[src/common/rvCore_config.svh]
`ifndef RVCORE_CONFIG_SVH
`define RVCORE_CONFIG_SVH

// core sizing
`define RV_XLEN       32            // data and address width
`define RV_NUM_REGS   32            // architectural registers incl x0

// memories, counted in 32-bit words
`define RV_IMEM_DEPTH 64            // program words, indexed by pc[7:2]
`define RV_DMEM_DEPTH 64            // data words

// fetch starts here after arstN is released
`define RV_RESET_PC   32'h0000_0000

`endif

[src/design/regFile.sv]
`timescale 1ns/100ps

`include "rvCore_config.svh"

module regFile (
    input  logic                clk,
    input  logic                arstN,
    input  logic [4:0]          rs1,
    input  logic [4:0]          rs2,
    input  logic [4:0]          rd,
    input  logic                we,
    input  logic [`RV_XLEN-1:0] wd,
    output logic [`RV_XLEN-1:0] rd1,
    output logic [`RV_XLEN-1:0] rd2
);

    logic [`RV_XLEN-1:0] regs [0:`RV_NUM_REGS-1];

    // whole array clears on reset, x0 is never written
    always_ff @(posedge clk or negedge arstN)
    begin
        if (!arstN)
        begin
            for (int i = 0; i < `RV_NUM_REGS; i++)
                regs[i] <= '0;
        end
        else if (we && (rd != 5'd0))
            regs[rd] <= wd;
    end

    // async read ports, x0 forced to zero
    assign rd1 = (rs1 == 5'd0) ? '0 : regs[rs1];
    assign rd2 = (rs2 == 5'd0) ? '0 : regs[rs2];

endmodule

[config.mk]
export PLATFORM = sky130hd
export DESIGN_NAME = regFile
export DESIGN_NICKNAME = d
export VERILOG_FILES = /design/src/design/regFile.sv
export VERILOG_INCLUDE_DIRS = /design/src /design/src/common
export SDC_FILE = /design/constraint.sdc
export NUM_CORES = 2
export LEC_CHECK = 0
export BUFFER_PORTS_ARGS = -buffer_cell sky130_fd_sc_hd__clkbuf_2
export CAP_MARGIN = 20
export CORE_AREA = 2 2 333 335
export DETAILED_ROUTE_END_ITERATION = 6
export DIE_AREA = 0 0 335 337
export PLACE_DENSITY_LB_ADDON = 0.15
export SLEW_MARGIN = 20
export SYNTH_ARGS = -nofsm -noshare
export SYNTH_HDL_FRONTEND = slang
export SYNTH_SLANG_ARGS = --single-unit
[constraint.sdc]
create_clock -name clk -period 1.8 [get_ports clk]
set_clock_uncertainty 0.15 [all_clocks]
set_input_delay 0 -clock clk [delete_from_list [all_inputs] [get_ports clk]]
set_output_delay 0 -clock clk [all_outputs]
set_load 0.01 [all_outputs]
==> flow_metrics.py <==
metrics = {
    "sta": {
        "drv_slew": 0,
        "max_freq_mhz": 384,
        "setup_slack_ns": -0.803,
        "hold_viol": 0,
        "timing.final.crit_share_pct": 145,
        "period_minus_slack_ns": 2.60,
        "rsz0062_at_grt": "true",
        "relSlewSlack_pct": 42.5,
        "tightest_slew_ns": 0.860,
        "finalSetupViolCount": 64,
        "tns_ns": -41.63,
    },
    "routing": {
        "route.vias.total": 37700,
        "route.detailed.drc": 0,
        "drt-wirelength-per-cell_um": 34.6,
        "first_iter_violations": 3566,
        "routed_via_density": 6.84,
        "dr.pass1.iters": 7,
        "antenna_left": 0,
        "drt_wl_total_mm": 191,
    },
    "placed_design": {
        "io_buffer_count": 113,
        "gp_congestion": 0.921,
        "dpl.hpwl_mm": 126,
        "placed_cells": 5244,
    },
    "setup_path": {
        "cp.arrival_ns": 2.45,
        "crit_chain": "buf_4 -> mux4_2 -> mux2_4 -> o21ai_4 -> a311oi_4 -> clkbuf_2",
        "cpPeakStageDelay_ns": 0.45,
        "crit_family": "multiplexers",
        "critical_path_required_ns": 1.65,
        "worst-path-buf-inv": 2,
        "cpMaxStageDelayCell": "mux4_2",
        "worstSetupPathType": "register to output port",
        "start_kind": "register",
        "cp_max_fo": 3,
        "end_kind": "output port",
    },
    "run_status": {
        "outcome": "finished, violations left",
        "violations": "negative setup slack",
    },
    "clock_network": {
        "clockBufferDepth": 3,
        "htreeDepth": 3,
        "clock_sinks": 1024,
        "clock-root-buffer": "clkbuf_16",
        "path_clk_slew_ns": 0.06,
        "cts_buffers": 114,
        "tritoncts": "yes",
        "worst_skew_pair.late_latency_ns": 0.70,
    },
    "synth": {
        "synth-warning-count": 0,
        "ys_seq_area_share_pct": 47.1,
        "synth_cells": 3621,
        "syn_nets": 3671,
        "postSynthAreaPerCell_sq_um": 15.0,
        "synthesis.area_sq_um": 54400,
        "synth.distinct_cells": 35,
        "synth_seq_cells": 1024,
    },
    "worst_hold_path": {
        "hp-class": "input pin to register",
    },
    "grt": {
        "grt_pass1_vias": 39500,
        "grt_pass1_wl_mm": 278,
        "antenna_found_initial": 5,
        "grt_overflow": 0,
        "grt_use_total_pct": 34.0,
        "grt_max_degree": 95,
    },
    "die": {
        "die_h_um": 337,
        "io_pins": 114,
        "start_util_pct": 49.6,
        "rows": 122,
        "core_sq_um": 110000,
        "dieArea_sq_um": 113000,
        "die_w_um": 335,
    },
    "finish": {
        "finalNonFillerCells": 5510,
        "top_register": "regs",
        "syn_to_final_growth_pct": 23.2,
        "largest_register_ffs": 1024,
        "fin_util_pct": 61.1,
        "drive_gt1_share_pct": 62.8,
        "fin_nets": 4042,
        "reg_top3": "regs: 1024 flops",
    },
    "power": {
        "ir_drop_mv": 0.776,
        "cellPowerDensity_nw_per_um2": 1060,
        "leakagePower_uw": 0.0291,
    },
    "run": {
        "max_cap_violations": 0,
    },
}
power breakdown:
group | internal, uW | total (uW) | switching, uW
sequential | 27400 | 30800 | 3350
clock | 14600 | 24400 | 9850
combinational | 9580 | 16100 | 6500
stage by stage:
stage	power, uW	hold slack [ns]	area [sq um]	setup slack (ns)
floorplan	39900	-0.446	54400	0.210
global placement	44700	-0.220	61100	-0.915
detailed placement	45700	-0.229	61100	-0.910
CTS	71000	0.00391	66500	-0.808
global route	73900	0.00328	67000	-0.840
finish	71300	0.0275	67000	-0.803
worst min-delay path, delay by kind of cell:
| kind | cells | cell delay, ns |
|---|---|---|
| buf+inv | 2 | 0.30 |
| mux | 1 | 0.21 |
| simple gates | 2 | 0.33 |
routing by layer:
layer / global-route usage (%) / wire [um]
met5: 0 / 44
met4: 16.0 / 10400
met3: 6.58 / 15500
met2: 52.9 / 88300
met1: 46.6 / 76400
cells by family after synthesis:
kind of cell | count (synthesis) | synth area share (%)
muxes | 1632 | 42.8
DFF | 1024 | 47.1
and+or+nand+nor | 165 | 1.61
AOI/OAI and AO/OA | 366 | 4.84
buffers and inverters | 434 | 3.63
worst paths after layout:
kind	slack [ns]	cells past startpoint	start	end
worst min-delay path	0.03	5	rd[0]	regs[821]$_DFFE_PN0P_
min in group asynchronous	0.39	4	arstN	regs[249]$_DFFE_PN0P_
max in group asynchronous	0.24	6	arstN	regs[963]$_DFFE_PN0P_
worst min register to register	0.24	0	regs[1007]$_DFFE_PN0P_	regs[1007]$_DFFE_PN0P_
worst max register to register	0.61	3	regs[825]$_DFFE_PN0P_	regs[825]$_DFFE_PN0P_
worst max-delay path	-0.80	6	regs[734]$_DFFE_PN0P_	rd1[30]
cell usage after synthesis, drive strengths merged:
master	instances	area, sq um
inv	2	7.51
and3	1	6.26
clkbuf	225	850
or3	3	18.8
buf	207	1120
nand3	1	5.00
and2	2	12.5
or4	2	15.0
nor3	3	15.0
nand2b	5	31.3
a311oi	64	561
a22oi	64	480
nor2b	71	444
nand2	49	184
dfrtp	1024	25600
a221oi	46	403
mux2	1056	11900
mux4	448	10100
nand4b	3	26.3
a211oi	64	480
nor3b	2	15.0
nand4	1	6.26
or2	2	12.5
o21ai	110	551
mux2i	128	1280
nor4	1	12.5
nor2	19	71.3
o2111ai	18	158
repair_timing:
item	in CTS	in global routing
setup buffers	14	14
setup endpoints to repair	64	88
hold buffers	48	0
endpoints found under the hold margin	2006	0
pin swaps	76	47
gates resized for setup	286	106
final cells by class:
type | count | area (sq um)
Sequential cell | 1024 | 25600
Tap cell | 1426 | 1780
Fill cell | 8023 | 42600
Inverter | 2 | 10.0
Multi-Input combinational cell | 2163 | 28400
Clock buffer | 160 | 3350
Timing Repair Buffer | 687 | 7300
Clock inverter | 47 | 552
Antenna cell | 1 | 2.50
cell usage in the layout, fill, tap and decap left out, types with 10 or more instances in the layout:
master         instances
o21ai_4               14
a221oi_1              22
clkbuf_16            117
bufinv_16             12
nor2b_1               60
nand2_1               38
mux2_4                45
mux2_1                10
dlygate4sd3_1         46
a311oi_2              27
a22oi_1               46
a311oi_4              10
nand2_2               10
o21ai_0               14
nor2_4                14
buf_12               173
clkinv_2              32
mux2_2              1001
a22oi_2               18
mux4_2               448
clkbuf_2              82
o2111ai_1             15
o21ai_2               39
buf_2                 20
a211oi_1              14
nor2b_4               10
o21ai_1               43
clkbuf_8              27
a211oi_2              48
mux2i_1              126
a221oi_2              24
dfrtp_1             1024
buf_4                345
buf_6                 13
clkbuf_1              17
a311oi_1              27
Power figures use the tool's default switching activity.
