### src/common/rvCore_config.svh
`ifndef RVCORE_CONFIG_SVH
`define RVCORE_CONFIG_SVH

// core sizing
`define RV_XLEN       32            // data and address width
`define RV_NUM_REGS   32            // architectural registers incl x0

// memories, counted in 32-bit words
`define RV_IMEM_DEPTH 64            // program words, indexed by pc[7:2]
`define RV_DMEM_DEPTH 64            // data words

// fetch starts here after arstN is released
`define RV_RESET_PC   32'h0000_0000

`endif

### src/design/dataMemory.sv
`timescale 1ns/100ps

`include "rvCore_config.svh"

module dataMemory (
    input  logic                clk,
    input  logic                arstN,
    input  logic [`RV_XLEN-1:0] addr,       // byte address from the alu
    input  logic [`RV_XLEN-1:0] wd,
    input  logic                we,
    input  logic                byteEn,     // sb
    input  logic                loadByte,   // lbu
    output logic [`RV_XLEN-1:0] rdata
);

    localparam int AW = $clog2(`RV_DMEM_DEPTH);   // word index bits

    logic [`RV_XLEN-1:0] mem [0:`RV_DMEM_DEPTH-1];
    logic [AW-1:0]       wordIdx;
    logic [4:0]          laneShift;              // bit offset of the addressed byte
    logic [`RV_XLEN-1:0] word;

    assign wordIdx   = addr[AW+1:2];
    assign laneShift = {addr[1:0], 3'b000};
    assign word      = mem[wordIdx];

    // writes blocked while in reset
    always_ff @(posedge clk)
    begin
        if (arstN && we)
        begin
            if (byteEn)
                mem[wordIdx][laneShift +: 8] <= wd[7:0];   // one lane only
            else
                mem[wordIdx] <= wd;
        end
    end

    // combinational read, lbu zero-extends the selected lane
    assign rdata = loadByte ? {{(`RV_XLEN-8){1'b0}}, word[laneShift +: 8]} : word;

    // word stores come from sw, which must be aligned
    assert property (@(posedge clk) disable iff (!arstN)
        (we && !byteEn) |-> (addr[1:0] == 2'b00))
        else $error("misaligned word store at %h", addr);

endmodule

### config.mk
export PLATFORM = sky130hd
export DESIGN_NAME = dataMemory
export DESIGN_NICKNAME = d
export VERILOG_FILES = /design/src/design/dataMemory.sv
export VERILOG_INCLUDE_DIRS = /design/src /design/src/common
export SDC_FILE = /design/constraint.sdc
export NUM_CORES = 2
export LEC_CHECK = 0
export BUFFER_PORTS_ARGS = -buffer_cell sky130_fd_sc_hd__buf_2
export CAP_MARGIN = 40
export CORE_ASPECT_RATIO = 0.75
export CORE_MARGIN = 2
export CORE_UTILIZATION = 24
export CTS_CLUSTER_DIAMETER = 80
export DETAILED_ROUTE_END_ITERATION = 6
export GPL_ROUTABILITY_DRIVEN = 0
export PLACE_DENSITY = 0.34
export SYNTH_ARGS = -nofsm -noshare
export SYNTH_HDL_FRONTEND = slang
export SYNTH_SLANG_ARGS = --single-unit
### constraint.sdc
create_clock -name clk -period 3.7 [get_ports clk]
set_input_delay 0.185 -clock clk [delete_from_list [all_inputs] [get_ports clk]]
set_output_delay 0.185 -clock clk [all_outputs]
set_load 0.01 [all_outputs]
==> Flow_metrics.wiki <==
{| class="wikitable"
! Metric !! Value
|-
| Result of the run || complete, but fails checks
|-
| Violated checks || negative setup slack
|-
| H-tree levels || 4
|-
| Number of hold violations in the final report || 0
|-
| Final worst slack || -290.9 ps
|-
| Overall die area || 341000 µm²
|-
| Worst setup SP type || flip-flop
|-
| Number of buffers on the longest clock path || 4
|-
| Synthesis warning total || 0
|-
| Final Total Pwr || 51.93 mW
|-
| Synth Flop Type || edfxtp_1
|-
| Largest regs || mem x2048
|-
| Vias || 49570
|-
| Cells taking the most area after synthesis || edfxtp_1 (76%), mux2i_1 (3.5%), mux4_2 (2.9%)
|-
| Max Clk Rate || 250.6 MHz
|-
| Vias per cell || 4.936
|-
| First-pass iteration count of the detailed router || 7
|-
| Worst-margin pin slew || 918.7 ps
|-
| Power per cell area || 512.9 nW/µm²
|-
| Async SR Flop Fraction || 0%
|-
| Post-synthesis cell type with the largest combined area || edfxtp_1
|-
| CTS root buffer || clkbuf_16
|-
| Final period demand of the worst path || 3991 ps
|-
| Area post-placement || 93550 µm²
|-
| Critical path fanouts, max || 2
|-
| Total routing usage reported by global routing || 20.61%
|-
| Max cap viols || 0
|-
| Most frequently used cell type in the post-synthesis netlist || edfxtp_1
|-
| Clock sink total || 2048
|-
| Setup-failing EPs final || 8
|-
| Flip-flop and latch count after synthesis || 2048
|-
| Max-Slew Margin vs Limit || 38.60%
|-
| First-pass GRT wire length || 474.3 mm
|-
| NumNets Final || 5476
|-
| Final-layout setup total negative slack || -1240 ps
|-
| Die Wd || 673.6 µm
|-
| DRC violations left || 0
|-
| Post-detail-place hpwl || 247.4 mm
|-
| Final standard cell area without fillers || 101300 µm²
|-
| Register containing the most flip-flops in the final layout || mem
|-
| Data arrival at the endpoint of the critical path || 3810 ps
|-
| Seq/Total Area, Yosys || 76.20%
|-
| Number of different library cells in the post-synthesis netlist || 76
|-
| Count of standard-cell rows || 184
|-
| Crit. End Element || primary output
|-
| Via count of the first global-routing pass || 48430
|-
| Post-layout util || 30.25%
|-
| Fraction of layout cells with a size suffix above 1 || 30.41%
|-
| Final std cells w/o fill || 10040
|-
| Share of the clock period used by the worst path || 107.9%
|-
| Avg WL per Cell || 35.77 µm
|-
| Worst IR Drop VDD || 0.3847 mV
|-
| Total length of routed wires || 359.3 mm
|-
| Worst hold path type || input pin to flip-flop
|-
| Placed cells || 9631
|-
| Synthesized netlist cell count || 4565
|-
| Final slew viol count || 0
|-
| Mapped Area || 80700 µm²
|-
| Critical path class || flip-flop to primary output
|-
| Layout filler cell count || 33080
|-
| Top-area cell type share of the netlist area || 76.20%
|-
| CTS tree || done
|-
| Number of nets in the synthesized netlist || 4639
|-
| Residual antenna-violating net count after detailed routing || 0
|-
| Number of port buffers || 76
|-
| Count of flip-flops with a built-in enable after synthesis || 2048
|-
| Clock buffer count from CTS || 220
|-
| Top-Level Pins || 101
|-
| Critical path required time || 3510 ps
|-
| Vertical die dimension || 506.2 µm
|-
| Gr ovfl total || 0
|-
| Setup repair after global routing missed its margin || yes
|-
| Drt initial violations || 5877
|-
| Post-Synthesis Mean Instance Area || 17.68 µm²
|-
| Initial standard-cell utilization of the core || 24.11%
|-
| Initial antenna violation count || 36
|-
| Clk slew on worst S/H paths || 60 ps
|-
| Maximum number of pins on one net before global-route repair || 65
|-
| Leading cell types by count after synthesis || edfxtp_1 (2048), nor2_1 (329), mux2i_1 (285)
|-
| Final Hold Slack || 22.57 ps
|-
| Flip-flop count of the largest register, all copies and words added || 2048
|-
| Setup slack at placement || -361.9 ps
|-
| Layout overhead on the synthesized area || 25.46%
|-
| Core ar. || 334700 µm²
|-
| Static leakage || 29.85 nW
|}
==> logic make-up (layout without fill, tap and decap cells) <==
family          count (synthesis)  count (layout)  synth area share, %
other cells                     0              10                    0
buf+inv                       335            1340                2.107
compound gates                915             915                8.626
mux                           594             594                9.330
fa+ha+maj                       5               5              0.07752
simple gates                  668             668                3.654
flops                        2048            2048                76.20
==> metal layers <==
metal  up-vias  share of wire [%]  global-route usage [%]
met4         8                2.7                   4.991
met2      1723                 44                   31.15
li1      20360                  -                       -
met1     27100                 48                   30.83
met3       383                6.0                   3.144
met5         -              0.014                       0
==> final cells by class <==
cell class                      instances  area, µm²  share of cell area (%)
Sequential cell                      2048      61500                   60.74
Multi-Input combinational cell       2182      18360                   18.14
Timing Repair Buffer                  941       8826                   8.717
Clock buffer                          261       5702                   5.631
Tap cell                             4464       5585                   5.516
Clock inverter                        129       1205                   1.190
Inverter                                9      45.04                 0.04449
Antenna cell                           10      25.02                 0.02472
==> worst paths after layout <==
path	from	endpoint	slack, ps	cells past startpoint
worst min-delay path	wd[17]	mem[50][17]$_DFFE_PP_	20	3
worst max-delay path	mem[5][19]$_DFFE_PP_	rdata[3]	-290	9
==> layout by cell type (no fill, tap or decap), types with 13 or more instances in the layout <==
cell type,count
a221oi_1,141
a22o_2,25
o22a_1,16
clkinv_2,43
buf_6,14
nor2_1,322
nand2_1,176
nor2b_4,14
o2bb2ai_1,31
buf_2,68
buf_4,694
nand3_1,22
bufinv_16,22
a222oi_1,26
clkbuf_16,222
a221o_1,64
edfxtp_1,2048
a21oi_1,89
o221ai_1,13
clkinv_1,54
dlygate4sd3_1,15
buf_12,132
mux2i_1,282
a31oi_1,25
o21ai_0,72
mux4_2,105
clkbuf_1,39
a211oi_1,14
mux2_2,189
a22o_1,41
o22ai_1,70
a22oi_1,174
==> worst max-delay path, stage by stage (launching register included) <==
cell and delay, ps:
edfxtp_1 370, mux4_2 470, mux2i_2 260, o22ai_4 160, a221o_1 410, a211oi_2 250, buf_4 200, nand2b_4 190
o211ai_1 300, buf_2 260
==> power breakdown <==
group | internal (mW) | total, mW | switching, mW
combinational | 1.41 | 4.23 | 2.82
sequential | 25.6 | 25.6 | 0.0133
clock | 12.5 | 22.1 | 9.60
==> what timing repair did <==
action                                 in CTS  in global routing
hold buffers                               15                  0
pin swaps                                  32                 22
endpoints found under the hold margin     476                  0
buffers inserted                            3                  1
resized for setup                          96                 30
cloned                                      0                  0
setup endpoints to repair                  24                 13
(Power assumes the default switching activity.)
