File: config.mk
export PLATFORM = sky130hd
export DESIGN_NAME = immExtend
export DESIGN_NICKNAME = d
export VERILOG_FILES = /design/src/common/rvPkg.sv /design/src/design/immExtend.sv
export VERILOG_INCLUDE_DIRS = /design/src /design/src/common
export SDC_FILE = /design/constraint.sdc
export NUM_CORES = 1
export LEC_CHECK = 0
export BUFFER_PORTS_ARGS = -buffer_cell sky130_fd_sc_hd__buf_2
export CAP_MARGIN = 40
export CORE_MARGIN = 2
export CORE_UTILIZATION = 35
export DETAILED_ROUTE_END_ITERATION = 12
export PLACE_DENSITY = 0.88
export SLEW_MARGIN = 15
export SYNTH_ARGS = -nofsm -noshare
export SYNTH_HDL_FRONTEND = slang
export SYNTH_SLANG_ARGS = --single-unit
File: constraint.sdc
create_clock -name vclk -period 1.8
set_input_delay 0.09 -clock vclk [all_inputs]
set_output_delay 0.09 -clock vclk [all_outputs]
set_load 0.005 [all_outputs]
File: src/common/rvCore_config.svh
`ifndef RVCORE_CONFIG_SVH
`define RVCORE_CONFIG_SVH

// core sizing
`define RV_XLEN       32            // data and address width
`define RV_NUM_REGS   32            // architectural registers incl x0

// memories, counted in 32-bit words
`define RV_IMEM_DEPTH 64            // program words, indexed by pc[7:2]
`define RV_DMEM_DEPTH 64            // data words

// fetch starts here after arstN is released
`define RV_RESET_PC   32'h0000_0000

`endif

File: src/common/rvPkg.sv
package rvPkg;

    // major opcodes of the supported subset
    typedef enum logic [6:0] {
        OP_LOAD   = 7'b0000011,     // lw, lbu
        OP_IMM    = 7'b0010011,     // addi, slli
        OP_STORE  = 7'b0100011,     // sw, sb
        OP_REG    = 7'b0110011,     // add, sub
        OP_LUI    = 7'b0110111,
        OP_BRANCH = 7'b1100011,     // beq, bne
        OP_JALR   = 7'b1100111,
        OP_JAL    = 7'b1101111
    } opcodeT;

    typedef enum logic [1:0] {
        ALU_ADD   = 2'b00,
        ALU_SUB   = 2'b01,          // also the branch compare
        ALU_SLL   = 2'b10,
        ALU_PASSB = 2'b11           // lui just forwards the immediate
    } aluOpT;

    typedef enum logic [2:0] {
        IMM_I = 3'b000,
        IMM_S = 3'b001,
        IMM_B = 3'b010,
        IMM_J = 3'b011,
        IMM_U = 3'b100
    } immSrcT;

    typedef enum logic [1:0] {
        RES_ALU = 2'b00,
        RES_MEM = 2'b01,            // load data
        RES_PC4 = 2'b10             // link address for jal/jalr
    } resultSrcT;

    typedef struct packed {
        logic [6:0] funct7;         // bit 5 here is instr[30]
        logic [4:0] rs2;
        logic [4:0] rs1;
        logic [2:0] funct3;
        logic [4:0] rd;
        opcodeT     opcode;
    } rTypeT;

    typedef struct packed {
        logic [11:0] imm12;         // instr[31:20]
        logic [4:0]  rs1;
        logic [2:0]  funct3;
        logic [4:0]  rd;
        opcodeT      opcode;
    } iTypeT;

    typedef struct packed {
        logic [6:0] immHi;          // instr[31:25]
        logic [4:0] rs2;
        logic [4:0] rs1;
        logic [2:0] funct3;
        logic [4:0] immLo;          // instr[11:7]
        opcodeT     opcode;
    } sTypeT;

    // one fetched word, seen through whichever format the reader needs
    typedef union packed {
        rTypeT rType;
        iTypeT iType;
        sTypeT sType;
    } instrT;

endpackage

File: src/design/immExtend.sv
`timescale 1ns/100ps

`include "rvCore_config.svh"

module immExtend (
    input  rvPkg::instrT        instr,
    input  rvPkg::immSrcT       immSrc,
    output logic [`RV_XLEN-1:0] imm
);

    always_comb
    begin
        case (immSrc)
            rvPkg::IMM_I:                               // addi, loads, jalr
                imm = {{(`RV_XLEN-12){instr.iType.imm12[11]}}, instr.iType.imm12};
            rvPkg::IMM_S:                               // split across hi/lo fields
                imm = {{(`RV_XLEN-12){instr.sType.immHi[6]}},
                       instr.sType.immHi, instr.sType.immLo};
            rvPkg::IMM_B:                               // same fields, reshuffled, bit 0 = 0
                imm = {{(`RV_XLEN-12){instr.sType.immHi[6]}},
                       instr.sType.immLo[0], instr.sType.immHi[5:0],
                       instr.sType.immLo[4:1], 1'b0};
            rvPkg::IMM_J:                               // imm[19:12] sits in rs1/funct3
                imm = {{(`RV_XLEN-20){instr.iType.imm12[11]}},
                       instr.iType.rs1, instr.iType.funct3,
                       instr.iType.imm12[0], instr.iType.imm12[10:1], 1'b0};
            rvPkg::IMM_U:                               // lui, upper 20 bits
                imm = {instr.iType.imm12, instr.iType.rs1, instr.iType.funct3, 12'b0};
            default:
                imm = '0;
        endcase
    end

endmodule

==> impl_metrics.json <==
{
  "leakagePower_uw": 0.000487,
  "hold_viol": 0,
  "pwr-share-clk_pct": 0,
  "syn_avg_cell_area_um2": 6.77,
  "fin_cells": 141,
  "fp.coreArea_um2": 1320,
  "num_vias": 727,
  "crit_required_ns": 1.71,
  "yosys.area.top_type": "a21oi_1",
  "die_w_um": 41.6,
  "port-buffer-count": 60,
  "grt_max_degree": 24,
  "ys_types": 18,
  "drive_gt1_share_pct": 51.6,
  "arrival_ns": 1.20,
  "worst_setup_path_end_kind": "output pin",
  "place_hpwl_mm": 1.29,
  "final-setup-viol-count": 0,
  "ant_nets": 0,
  "status": "finished, final reports clean",
  "dieArea_um2": 1730,
  "ioPinCount": 67,
  "tightest_slew_ns": 0.503,
  "areaGrowthSynthToFinish_pct": 55.9,
  "switchingPower_uw": 99.0,
  "ir_drop_uv": 129,
  "wl_per_cell_um": 11.3,
  "place_area_um2": 771,
  "powerDensity_nw_per_um2": 265,
  "synth_area_um2": 494,
  "regArea_um2": 0,
  "final_nets": 163,
  "n_fill_cell": 113,
  "dpl_worst_slack_ns": 0.544,
  "finalWorstSetupSlack_ns": 0.505,
  "multi_input_area_um2": 425,
  "final_area_um2": 771,
  "fin_crit_ns": 1.29,
  "seq_area_frac_synth_pct": 0,
  "seq_power_share_pct": 0,
  "grt_pass1_vias": 676,
  "path_class": "in -> out",
  "drt_iter0_markers": 6,
  "whs_path_depth": 3,
  "grt_pass1_wl_mm": 2.77,
  "cell_internal_pwr_uw": 105,
  "cts_setup_buffers": 0,
  "synth.area.top_cells": "a21oi_1, a21o_1, mux2i_1",
  "yosys-top-cells-count": "a21oi_1, a21o_1, nor2b_1, o22ai_1, mux2i_1",
  "fp.dieH_um": 41.6,
  "synth_cells": 73,
  "yosysMostFrequentCell": "a21oi_1",
  "wl_mm": 1.59,
  "via_per_inst": 5.16,
  "rows": 13,
  "final_max_slew_viol_count": 0,
  "first_pass_iters": 4,
  "cap_violations": 0,
  "timing.hold.ws_ns": 0.453,
  "antenna_found_initial": 0,
  "grt_overflow": 0,
  "swShare_pct": 48.5,
  "grt.total_usage_pct": 18.5,
  "slew_headroom_pct": 66.4,
  "nClkBuffers": 0,
  "hp-class": "in -> out",
  "worstHoldStart": "instr[29]",
  "pwr-share-comb_pct": 100.0,
  "drc_errors": 0,
  "dp_cells": 141,
  "fmax_mhz": 772,
  "period_share_pct": 71.9,
  "finalSetupTns_ns": 0,
  "cts_resized": 0,
  "hold_end": "imm[29]",
  "cp_max_fo": 16,
  "gp_congestion": 0.723,
  "synth_fp_nets": 108,
  "yosys_warnings": 0,
  "start_util_pct": 37.5,
  "start_kind": "input pin",
  "synth_top_area_share_pct": 16.2,
  "hold_buffers": 0,
  "rsz0062_at_grt": "false",
  "nFlopsAndLatches": 0,
  "n_antenna_cell": 0
}
[power groups by stage]
stage | Combinational (µW) | Sequential (µW) | Clock, µW
3_3_place_gp | 199 | 0 | 0
5_1_grt | 226 | 0 | 0
3_5_place_dp | 204 | 0 | 0
2_1_floorplan | 117 | 0 | 0
4_1_cts | 205 | 0 | 0
6_report | 204 | 0 | 0
[stage by stage]
step / utilization, % / power [µW]
after floorplan: - / 117
after global placement: 57.9 / 199
after detailed placement: 58.5 / 204
after CTS: 58.5 / 205
after global routing: 58.5 / 226
final: 58.5 / 204
[worst max path at each step]
stage,start,endpoint,slack [ns],cells past startpoint
floorplan,immSrc[0],imm[12],0.98,5
finish,immSrc[1],imm[16],0.51,5
global route,immSrc[1],imm[19],0.42,5
detailed placement,immSrc[1],imm[16],0.54,5
global placement,instr[31],imm[17],0.24,5
CTS,immSrc[1],imm[16],0.54,5
[cell type report]
| type | count | area share [%] |
|---|---|---|
| well taps | 15 | 2.44 |
| repair buffers | 63 | 41.9 |
| inverters | 1 | 0.487 |
| multi-input cells | 62 | 55.2 |
[layer usage]
metal | routed length, µm | global-route usage [%] | vias to the layer above
li1 | - | - | 370
met1 | 663 | 22.6 | 322
met2 | 803 | 35.3 | 35
met3 | 124 | 0.870 | 0
met4 | 0 | 3.23 | 0
met5 | 0 | 0 | -
[kinds of logic (layout without fill, tap and decap cells)]
group                     after synthesis  after routing  synth area share (%)
buffers and inverters                  11             64                  13.9
and+or+nand+nor                        18             18                  22.5
muxes                                   6              6                  12.2
AOI/OAI and AO/OA                      37             37                  45.8
xor gates and xnor gates                1              1                  5.57
[worst max-delay path, cell delays in order]
cell	delay, ns
buf_2	0.32
and2_1	0.35
a21oi_1	0.11
o22ai_1	0.19
buf_2	0.15
[placed cells by master (no fill, tap or decap), drive strengths merged]
| cell type | count |
|---|---|
| a21o | 10 |
| mux2i | 6 |
| nor3b | 1 |
| a211oi | 1 |
| and2 | 2 |
| inv | 1 |
| nor3 | 1 |
| nor2b | 9 |
| buf | 63 |
| nor2 | 5 |
| a31o | 1 |
| o21ai | 1 |
| xor2 | 1 |
| o22ai | 8 |
| a21oi | 16 |
Power figures use the tool's default switching activity.
