--- config.mk ---
export PLATFORM = sky130hd
export DESIGN_NAME = alu
export DESIGN_NICKNAME = d
export VERILOG_FILES = /design/src/common/rvPkg.sv /design/src/design/alu.sv
export VERILOG_INCLUDE_DIRS = /design/src /design/src/common
export SDC_FILE = /design/constraint.sdc
export NUM_CORES = 1
export LEC_CHECK = 0
export BUFFER_PORTS_ARGS = -buffer_cell sky130_fd_sc_hd__buf_4
export CAP_MARGIN = 30
export CORE_MARGIN = 4
export CORE_UTILIZATION = 54
export DETAILED_ROUTE_END_ITERATION = 8
export PLACE_DENSITY_LB_ADDON = 0.15
export SLEW_MARGIN = 30
export SYNTH_ARGS = -nofsm -noshare
export SYNTH_HDL_FRONTEND = slang
export SYNTH_SLANG_ARGS = --single-unit
--- constraint.sdc ---
create_clock -name vclk -period 7
set_clock_uncertainty 0.05 [all_clocks]
set_input_delay 1.05 -clock vclk [all_inputs]
set_output_delay 1.05 -clock vclk [all_outputs]
set_load 0.02 [all_outputs]
--- src/common/rvCore_config.svh ---
`ifndef RVCORE_CONFIG_SVH
`define RVCORE_CONFIG_SVH

// core sizing
`define RV_XLEN       32            // data and address width
`define RV_NUM_REGS   32            // architectural registers incl x0

// memories, counted in 32-bit words
`define RV_IMEM_DEPTH 64            // program words, indexed by pc[7:2]
`define RV_DMEM_DEPTH 64            // data words

// fetch starts here after arstN is released
`define RV_RESET_PC   32'h0000_0000

`endif

--- src/common/rvPkg.sv ---
package rvPkg;

    // major opcodes of the supported subset
    typedef enum logic [6:0] {
        OP_LOAD   = 7'b0000011,     // lw, lbu
        OP_IMM    = 7'b0010011,     // addi, slli
        OP_STORE  = 7'b0100011,     // sw, sb
        OP_REG    = 7'b0110011,     // add, sub
        OP_LUI    = 7'b0110111,
        OP_BRANCH = 7'b1100011,     // beq, bne
        OP_JALR   = 7'b1100111,
        OP_JAL    = 7'b1101111
    } opcodeT;

    typedef enum logic [1:0] {
        ALU_ADD   = 2'b00,
        ALU_SUB   = 2'b01,          // also the branch compare
        ALU_SLL   = 2'b10,
        ALU_PASSB = 2'b11           // lui just forwards the immediate
    } aluOpT;

    typedef enum logic [2:0] {
        IMM_I = 3'b000,
        IMM_S = 3'b001,
        IMM_B = 3'b010,
        IMM_J = 3'b011,
        IMM_U = 3'b100
    } immSrcT;

    typedef enum logic [1:0] {
        RES_ALU = 2'b00,
        RES_MEM = 2'b01,            // load data
        RES_PC4 = 2'b10             // link address for jal/jalr
    } resultSrcT;

    typedef struct packed {
        logic [6:0] funct7;         // bit 5 here is instr[30]
        logic [4:0] rs2;
        logic [4:0] rs1;
        logic [2:0] funct3;
        logic [4:0] rd;
        opcodeT     opcode;
    } rTypeT;

    typedef struct packed {
        logic [11:0] imm12;         // instr[31:20]
        logic [4:0]  rs1;
        logic [2:0]  funct3;
        logic [4:0]  rd;
        opcodeT      opcode;
    } iTypeT;

    typedef struct packed {
        logic [6:0] immHi;          // instr[31:25]
        logic [4:0] rs2;
        logic [4:0] rs1;
        logic [2:0] funct3;
        logic [4:0] immLo;          // instr[11:7]
        opcodeT     opcode;
    } sTypeT;

    // one fetched word, seen through whichever format the reader needs
    typedef union packed {
        rTypeT rType;
        iTypeT iType;
        sTypeT sType;
    } instrT;

endpackage

--- src/design/alu.sv ---
`timescale 1ns/100ps

`include "rvCore_config.svh"

module alu (
    input  logic [`RV_XLEN-1:0] a,          // rs1
    input  logic [`RV_XLEN-1:0] b,          // rs2 or immediate
    input  rvPkg::aluOpT        aluOp,
    output logic [`RV_XLEN-1:0] result,
    output logic                zero        // feeds the branch decision
);

    always_comb
    begin
        case (aluOp)
            rvPkg::ALU_ADD:   result = a + b;
            rvPkg::ALU_SUB:   result = a - b;
            rvPkg::ALU_SLL:   result = a << b[4:0];   // shamt only
            rvPkg::ALU_PASSB: result = b;
            default:          result = a + b;
        endcase
    end

    assign zero = (result == '0);

endmodule

==> results.md, run 1 <==
- Outcome: finished clean
- Layout cells sized above 1: 25.9%
- Die Area: between 0.01 and 0.015 sq mm
- Routed wire length: 22.0 mm
- Setup CP Type: primary input to primary output
- Setup TNS: 0 ns
- HP Class: primary input to primary output
- Netlist Area Pre-Place: 0.00497 sq mm
- Worst slew pin tran: 0.877 ns
- Slew headroom: 41.5%
- Peak VDD IR: roughly 0.000085 V
- Overall routing resource usage: around two fifths
- RSZ-0062 raised after global routing: false
- Slew Viols, Final: 0
- Hold Buf Count CTS: 0
- Met1 GRT Util: 55.7%
- IO Pins: 99
- Cell with the most instances after synthesis: nand2_1
- GRT overflow: 0
- Finished Cell Area: around 0.006 sq mm
- Top post-synthesis cells by area: mux4_2 9.1%, ha_1 8.3%, a21oi_1 6.6%, nand2_1 5.7%, nor2_1 5.0%
- # diodes: 0
- Synth warn: 0
- Synth cell count leaders: 75 x nand2_1, 66 x a21oi_1, 66 x nor2_1, 41 x o21ai_0, 34 x clkbuf_1
- First-pass GRT wire length: roughly 34 mm
- Final cell count without fillers: approximately 920
- Area leader, netlist: mux4_2
- Clk_buf instances: 0
- Largest net degree at the start of global routing: 42
- Inst Count DP: 922
- Setup crit start kind: primary input
- Overall die height: roughly 100 um
- Routability cong.: just over 1
- Remaining DRCs: 0
- Cell row count: 34
- Post-DP Area: 0.00603 sq mm
- M2 GR Usage: 57.1%
- Core ar.: 0.00885 sq mm
- Area share of the largest cell type after synthesis: under 10%
- DP HPWL: 17.8 mm
- Arr. time, crit path: roughly 5.7 ns
- Final setup viols: 0
- Pleak: 2.58 nW
- F_max: 147 MHz
- Syn Inst Count: 710
- Netlist cell types: 79
- Seq cells: 0
- Port Buffers: 99
- Post-route ant nets: 0
- CP endpoint kind: primary output
- Avg Cell Area, Syn: 7.01 sq um
- Die W: 104 um
- Reg area: 0 sq um
- Pwr dens: 129 mW/mm^2
- Area delta synth->final: 23.1%
- Worst Path Required: 5.90 ns
- Routed vias: 6774
- Layout Nets: approximately 920
- Busiest grt layer: met2
- Tcrit/Tclk final: 97.2%
- Post-synth net total: 810
- Met3 Use GR: 8.81%
- Pre-CTS WS: -0.0319 ns
- Wire per inst: between 20 and 25 um
- Initial antenna violation count: 0
- First DRT Iteration DRCs: 997
- Final Critical Period: between 6 and 7 ns
- Vias in the first global route: between 6k and 7k
- Initial DRT Pass Iterations: 7
- Worst-path maximum fanout: 6
- Vias per inst: 7.34
- Sequential area share after synthesis: 0%
- Final Hold Viols: 0
- Final WS setup: 0.198 ns
- Max cap viols: 0
- Initial core utilization: 56.2%
## cells in the final DEF, fill, tap and decap left out, types with 6 or more instances in the layout
master / Yosys / final
buf_4: 0 / 148
nand2_1: 75 / 74
a21oi_1: 66 / 65
nor2_1: 66 / 63
o21ai_0: 41 / 41
ha_1: 33 / 32
xnor2_1: 27 / 27
xor2_1: 22 / 22
mux4_2: 20 / 20
nor3_1: 21 / 19
mux2i_1: 19 / 19
o22ai_1: 18 / 18
inv_1: 17 / 17
a21o_1: 15 / 15
nand3_1: 14 / 14
mux2_2: 14 / 14
a31oi_1: 12 / 12
a22oi_1: 11 / 11
nand2b_1: 9 / 9
or4_1: 9 / 9
nor2b_1: 9 / 9
a221oi_1: 8 / 8
a211oi_1: 8 / 8
nor4_1: 7 / 7
a211o_1: 7 / 7
and2_1: 6 / 6
o21a_1: 6 / 6
## through the flow
step / hold WS [ns] / util, % / power (mW)
finish: 2.48 / 69.2 / 0.788
global route: 2.49 / 69.2 / 0.836
CTS: 2.47 / 68.2 / 0.748
detailed placement: 2.47 / 68.2 / 0.743
global placement: 2.47 / 68.2 / 0.734
floorplan: 2.26 / - / 0.466
## kinds of logic after synthesis
logic type	count (synthesis)	synth area share, %
buf+inv	60	4.90
compound gates	261	35.4
simple gates	248	24.4
fa+ha+maj	34	8.70
mux	58	17.9
xor+xnor	49	8.63
## power breakdown
group / switching (mW) / internal (mW)
clock network: 0 / 0
logic: 0.466 / 0.321
registers: 0 / 0
## metal layers
layer	up-vias	wire length [um]
met5	-	0
met4	0	757
met3	108	3380
met2	580	9180
met1	3099	8680
li1	2987	-
## worst paths after layout
kind / end / slack (ns) / cells past startpoint / start
worst min-delay path: result[6] / 2.48 / 3 / b[6]
worst max-delay path: zero / 0.20 / 20 / b[2]
## timing repair
action | 4_1_cts | 5_1_grt
resized for setup | 1 | 22
buffers inserted | 0 | 1
pin swaps | 0 | 3
hold endpoints to repair | 0 | 0
endpoints found under the setup margin | 1 | 1
## critical path, cell delays in order
cell and delay [ns]:
buf_4 0.12, nor2_2 0.17, and4_1 0.23, nand2b_1 0.09
buf_4 0.15, nor4_1 0.16, nand2_1 0.13, o31ai_1 0.26
xor2_1 0.21, ha_1 0.34, a21oi_1 0.22, o21ai_0 0.13
a221o_1 0.31, o31a_1 0.30, xor2_1 0.17, a2111oi_2 0.35
or4b_4 0.50, a2111o_1 0.44, nor3_2 0.20, buf_4 0.16
## layout make-up
cell class | instances | area (sq um)
Multi-Input combinational cell | 650 | 4810
Fill cell | 802 | 2720
Timing Repair Buffer | 148 | 1110
Tap cell | 108 | 135
Inverter | 17 | 63.8
Power figures use the tool's default switching activity.
==> inputs of run 2 (changes only) <==
==> constraint.sdc (replaced) <==
create_clock -name vclk -period 7
set_clock_uncertainty 0.05 [all_clocks]
set_input_delay 1.05 -clock vclk [all_inputs]
set_output_delay 1.05 -clock vclk [all_outputs]
set_load 0.005 [all_outputs]
==> results.md, run 2 (synthesized netlist as in run 1, its figures left out) <==
- IO Pins: 99
- HP Class: primary input to primary output
- Tcrit/Tclk final: 96.2%
- Max cap viols: 0
- Worst-path maximum fanout: 5
- Final WS setup: 0.268 ns
- Routed wire length: 21.7 mm
- Peak VDD IR: 0.0000769 V
- Critical-path top delay cell: or4_1
- Outcome: finished clean
- Die Area: 0.0108 sq mm
- Setup CP Type: primary input to primary output
- First-pass GRT wire length: 33.7 mm
- Die W: 104 um
- First DRT Iteration DRCs: 1070
- Routability cong.: just over 1
- Pwr dens: 120 mW/mm^2
- Overall die height: approximately 100 um
- Port Buffers: 99
- Post-CTS Resized: 0
- Worst Path Required: roughly 5.9 ns
- Cell row count: 34
- Largest net degree at the start of global routing: 37
- Vias per inst: 7.40
- Routed vias: about 6.8k
- Slew headroom: 37.7%
- Layout cells sized above 1: between 20% and 30%
- Final Hold Viols: 0
- Hold Buf Count CTS: 0
- Seq cells: 0
- Delay-heaviest family, CP: simple AND/OR/NAND/NOR gates
- Final setup viols: 0
- F_max: 149 MHz
- Initial antenna violation count: 0
- Initial core utilization: 56.2%
- Layout Nets: 911
- Post-route ant nets: 0
- Post-CTS setup buffers: 0
- Overall routing resource usage: 37.8%
- Vias in the first global route: approximately 6k
- Worst slew pin tran: 0.933 ns
- Pre-CTS WS: approximately 0.021 ns
- CP endpoint kind: primary output
- Final Critical Period: 6.73 ns
- DP HPWL: 17.6 mm
- Core ar.: 0.00885 sq mm
- Wire per inst: 23.7 um
- # diodes: 0
- Most common cell after layout, fill and taps aside: buf_4
- Fillers: 795
- Initial DRT Pass Iterations: 8
- Setup crit start kind: primary input
- GRT overflow: 0
- Area delta synth->final: 21.7%
- Hold_ws: approximately 2.4 ns
- Crit path buf inv count: 3
- Slew Viols, Final: 0
- Critical Path Most Common Cell: buf_4
- Reg area: 0 sq um
- Cell Chain, Critical Path: buf_4 > nor2_2 > and4_1 > nand2b_1 > or3b_2 > nor3_2 > nand2_1 > o31a_1 > xnor2_1 > ha_1 > nand2_1 > or3_1 > a2111oi_1 > buf_4 > nor4_1 > xnor2_1 > a21o_1 > or4_1 > nor3_2 > buf_4
- Most frequent cells in the layout: 142 x buf_4, 75 x nand2_1, 65 x a21oi_1
- Arr. time, crit path: 5.63 ns
- Critical Path Max Stage Delay: approximately 0.61 ns
- Clk_buf instances: 0
- Remaining DRCs: 0
- Pleak: 2.54 nW
run 2: metal layers:
layer / vias up / part of all wire [%] / global-route usage, % / wire length [um]
met5: - / 0 / 0 / 0
met4: 0 / 2.4 / 8.07 / 521
met3: 68 / 16 / 7.45 / 3430
met2: 629 / 43 / 58.0 / 9270
met1: 3114 / 39 / 54.5 / 8470
li1: 2972 / - / - / -
run 2: final timing paths:
kind	slack, ns	end	cells after the start	from
setup / recovery	0.27	zero	20	b[2]
hold / removal	2.44	result[5]	4	b[5]
run 2: report_power, final:
part / switching, mW / total, mW / internal [mW] / leakage (nW)
clock: 0 / 0 / 0 / 0
sequential: 0 / 0 / 0 / 0
combinational: 0.414 / 0.727 / 0.313 / 2.54
run 2: metrics by stage:
step | total power [mW] | area (sq um) | instances | util [%] | TNS [ns]
2_1_floorplan | 0.421 | 4970 | 710 | - | 0
3_3_place_gp | 0.680 | 6000 | 917 | 67.8 | 0
3_5_place_dp | 0.690 | 6000 | 917 | 67.8 | 0
4_1_cts | 0.694 | 6000 | 917 | 67.8 | 0
5_1_grt | 0.775 | 6060 | 917 | 68.4 | -0.00608
6_report | 0.727 | 6060 | 917 | 68.4 | 0
run 2: cell type report:
type / instances / area, sq um / share of cell area (%)
well taps: 108 / 135 / 2.23
repair buffers: 142 / 1070 / 17.6
inverters: 17 / 63.8 / 1.05
multi-input cells: 650 / 4790 / 79.1
==> inputs of run 3 (changes only) <==
--- a/config.mk
+++ b/config.mk
@@ -11,6 +11,7 @@
 export CORE_MARGIN = 4
 export CORE_UTILIZATION = 54
 export DETAILED_ROUTE_END_ITERATION = 8
+export MAX_ROUTING_LAYER = met4
 export PLACE_DENSITY_LB_ADDON = 0.15
 export SLEW_MARGIN = 30
 export SYNTH_ARGS = -nofsm -noshare
==> results.md, run 3 (synthesized netlist as in run 1, its figures left out) <==
- Outcome: finished clean
- Final Hold Viols: 0
- Core ar.: between 0.008 and 0.009 sq mm
- Inst Count DP: 942
- Routability cong.: approximately 1.1
- Reg area: 0 sq um
- Worst Path Required: 5.90 ns
- Port Buffers: 99
- Arr. time, crit path: 5.70 ns
- Pre-CTS WS: -0.127 ns
- Routed wire length: 22.8 mm
- Clk_buf instances: 0
- Slew headroom: 37.0%
- Setup crit start kind: primary input
- IO Pins: 99
- Cell row count: 34
- Critical-path top delay cell: or4b_2
- Vias per inst: 7.39
- CP endpoint kind: primary output
- GRT overflow: 0
- Seq cells: 0
- Setup CP Type: primary input to primary output
- Overall die height: slightly above 100 um
- Layout Nets: 941
- Most common cell after layout, fill and taps aside: buf_4
- # diodes: 0
- First DRT Iteration DRCs: slightly above 900
- Routed vias: 6996
- Most frequent cells in the layout: 172 x buf_4, 74 x nand2_1, 64 x nor2_1
- Initial antenna violation count: 0
- Final Power: ~0.78 mW
- Die Area: 0.0108 sq mm
- Initial DRT Pass Iterations: 6
- Final setup viols: 0
- Die W: 104 um
- Critical Path Most Common Cell: buf_4
- Worst-path maximum fanout: 8
- Tcrit/Tclk final: 97.2%
- Peak VDD IR: 0.0000776 V
- Remaining DRCs: 0
- Worst slew pin tran: approximately 0.93 ns
- Pleak: roughly 2.7 nW
- Cell Chain, Critical Path: buf_4 > buf_4 > or2_2 > nor2_1 > nand2_1 > nor3_1 > nor2_1 > xnor2_1 > ha_1 > nand2_1 > a2111oi_2 > nor3b_2 > buf_4 > o31ai_1 > xnor2_1 > o221ai_1 > a2111oi_2 > or4b_2 > nor3_2 > buf_4
- Initial core utilization: 56.2%
- Critical Path Max Stage Delay: approximately 0.64 ns
- Largest net degree at the start of global routing: 37
- F_max: 147 MHz
- Final WS setup: 0.199 ns
- Wire per inst: 24.0 um
- HP Class: primary input to primary output
- Vias in the first global route: between 6k and 7k
- Overall routing resource usage: between 30% and 40%
- Pwr dens: 122 mW/mm^2
- Setup TNS: 0 ns
- Final cell count without fillers: between 900 and 1k
- Area delta synth->final: 27.7%
- Layout cells sized above 1: 28.5%
- Final Critical Period: 6.80 ns
- Max cap viols: 0
- Slew Viols, Final: 0
- Post-route ant nets: 0
- First-pass GRT wire length: between 30 and 40 mm
- Post-layout util: 71.8%
- DP HPWL: 18.3 mm
-- run 3: report_power, final --
group	total [mW]	leakage (nW)	internal, mW	switching (mW)
clock network	0	0	0	0
logic	0.776	2.71	0.341	0.435
registers	0	0	0	0
total	0.776	2.71	0.341	0.435
-- run 3: worst paths after layout --
check             start         to  slack [ns]  depth (start not counted)
setup / recovery   b[2]       zero        0.20                         20
hold / removal     b[6]  result[6]        2.47                          3
-- run 3: worst max-delay path, delay by kind of cell --
kind,cells,cell delay (ns)
adders and majority gates,1,0.30
AOI/OAI and AO/OA,4,1.54
and+or+nand+nor,9,1.88
buffers and inverters,4,0.57
xor gates and xnor gates,2,0.37
-- run 3: area by class of cell --
type	instances	area [sq um]
Multi-Input combinational cell	650	4860
Inverter	17	63.8
Timing Repair Buffer	172	1290
Fill cell	761	2500
Tap cell	108	135
-- run 3: repair_timing --
item                                    CTS  global route
pin swaps                                 0             7
buffers inserted                          0             5
hold buffers                              0             0
gates resized for setup                   4            23
endpoints found under the setup margin    1             1
-- run 3: stage by stage --
stage | hold WS [ns] | cell area [sq um]
2_1_floorplan | 2.16 | 4970
3_3_place_gp | 2.45 | 6180
3_5_place_dp | 2.45 | 6180
4_1_cts | 2.45 | 6190
5_1_grt | 2.46 | 6350
6_report | 2.47 | 6350
-- run 3: metal layers --
metal  share of wire (%)  global-route usage [%]
met1                  39                    55.9
met2                  43                    58.9
met4                 3.7                    8.93
met3                  15                    8.01
met5                   0                       -
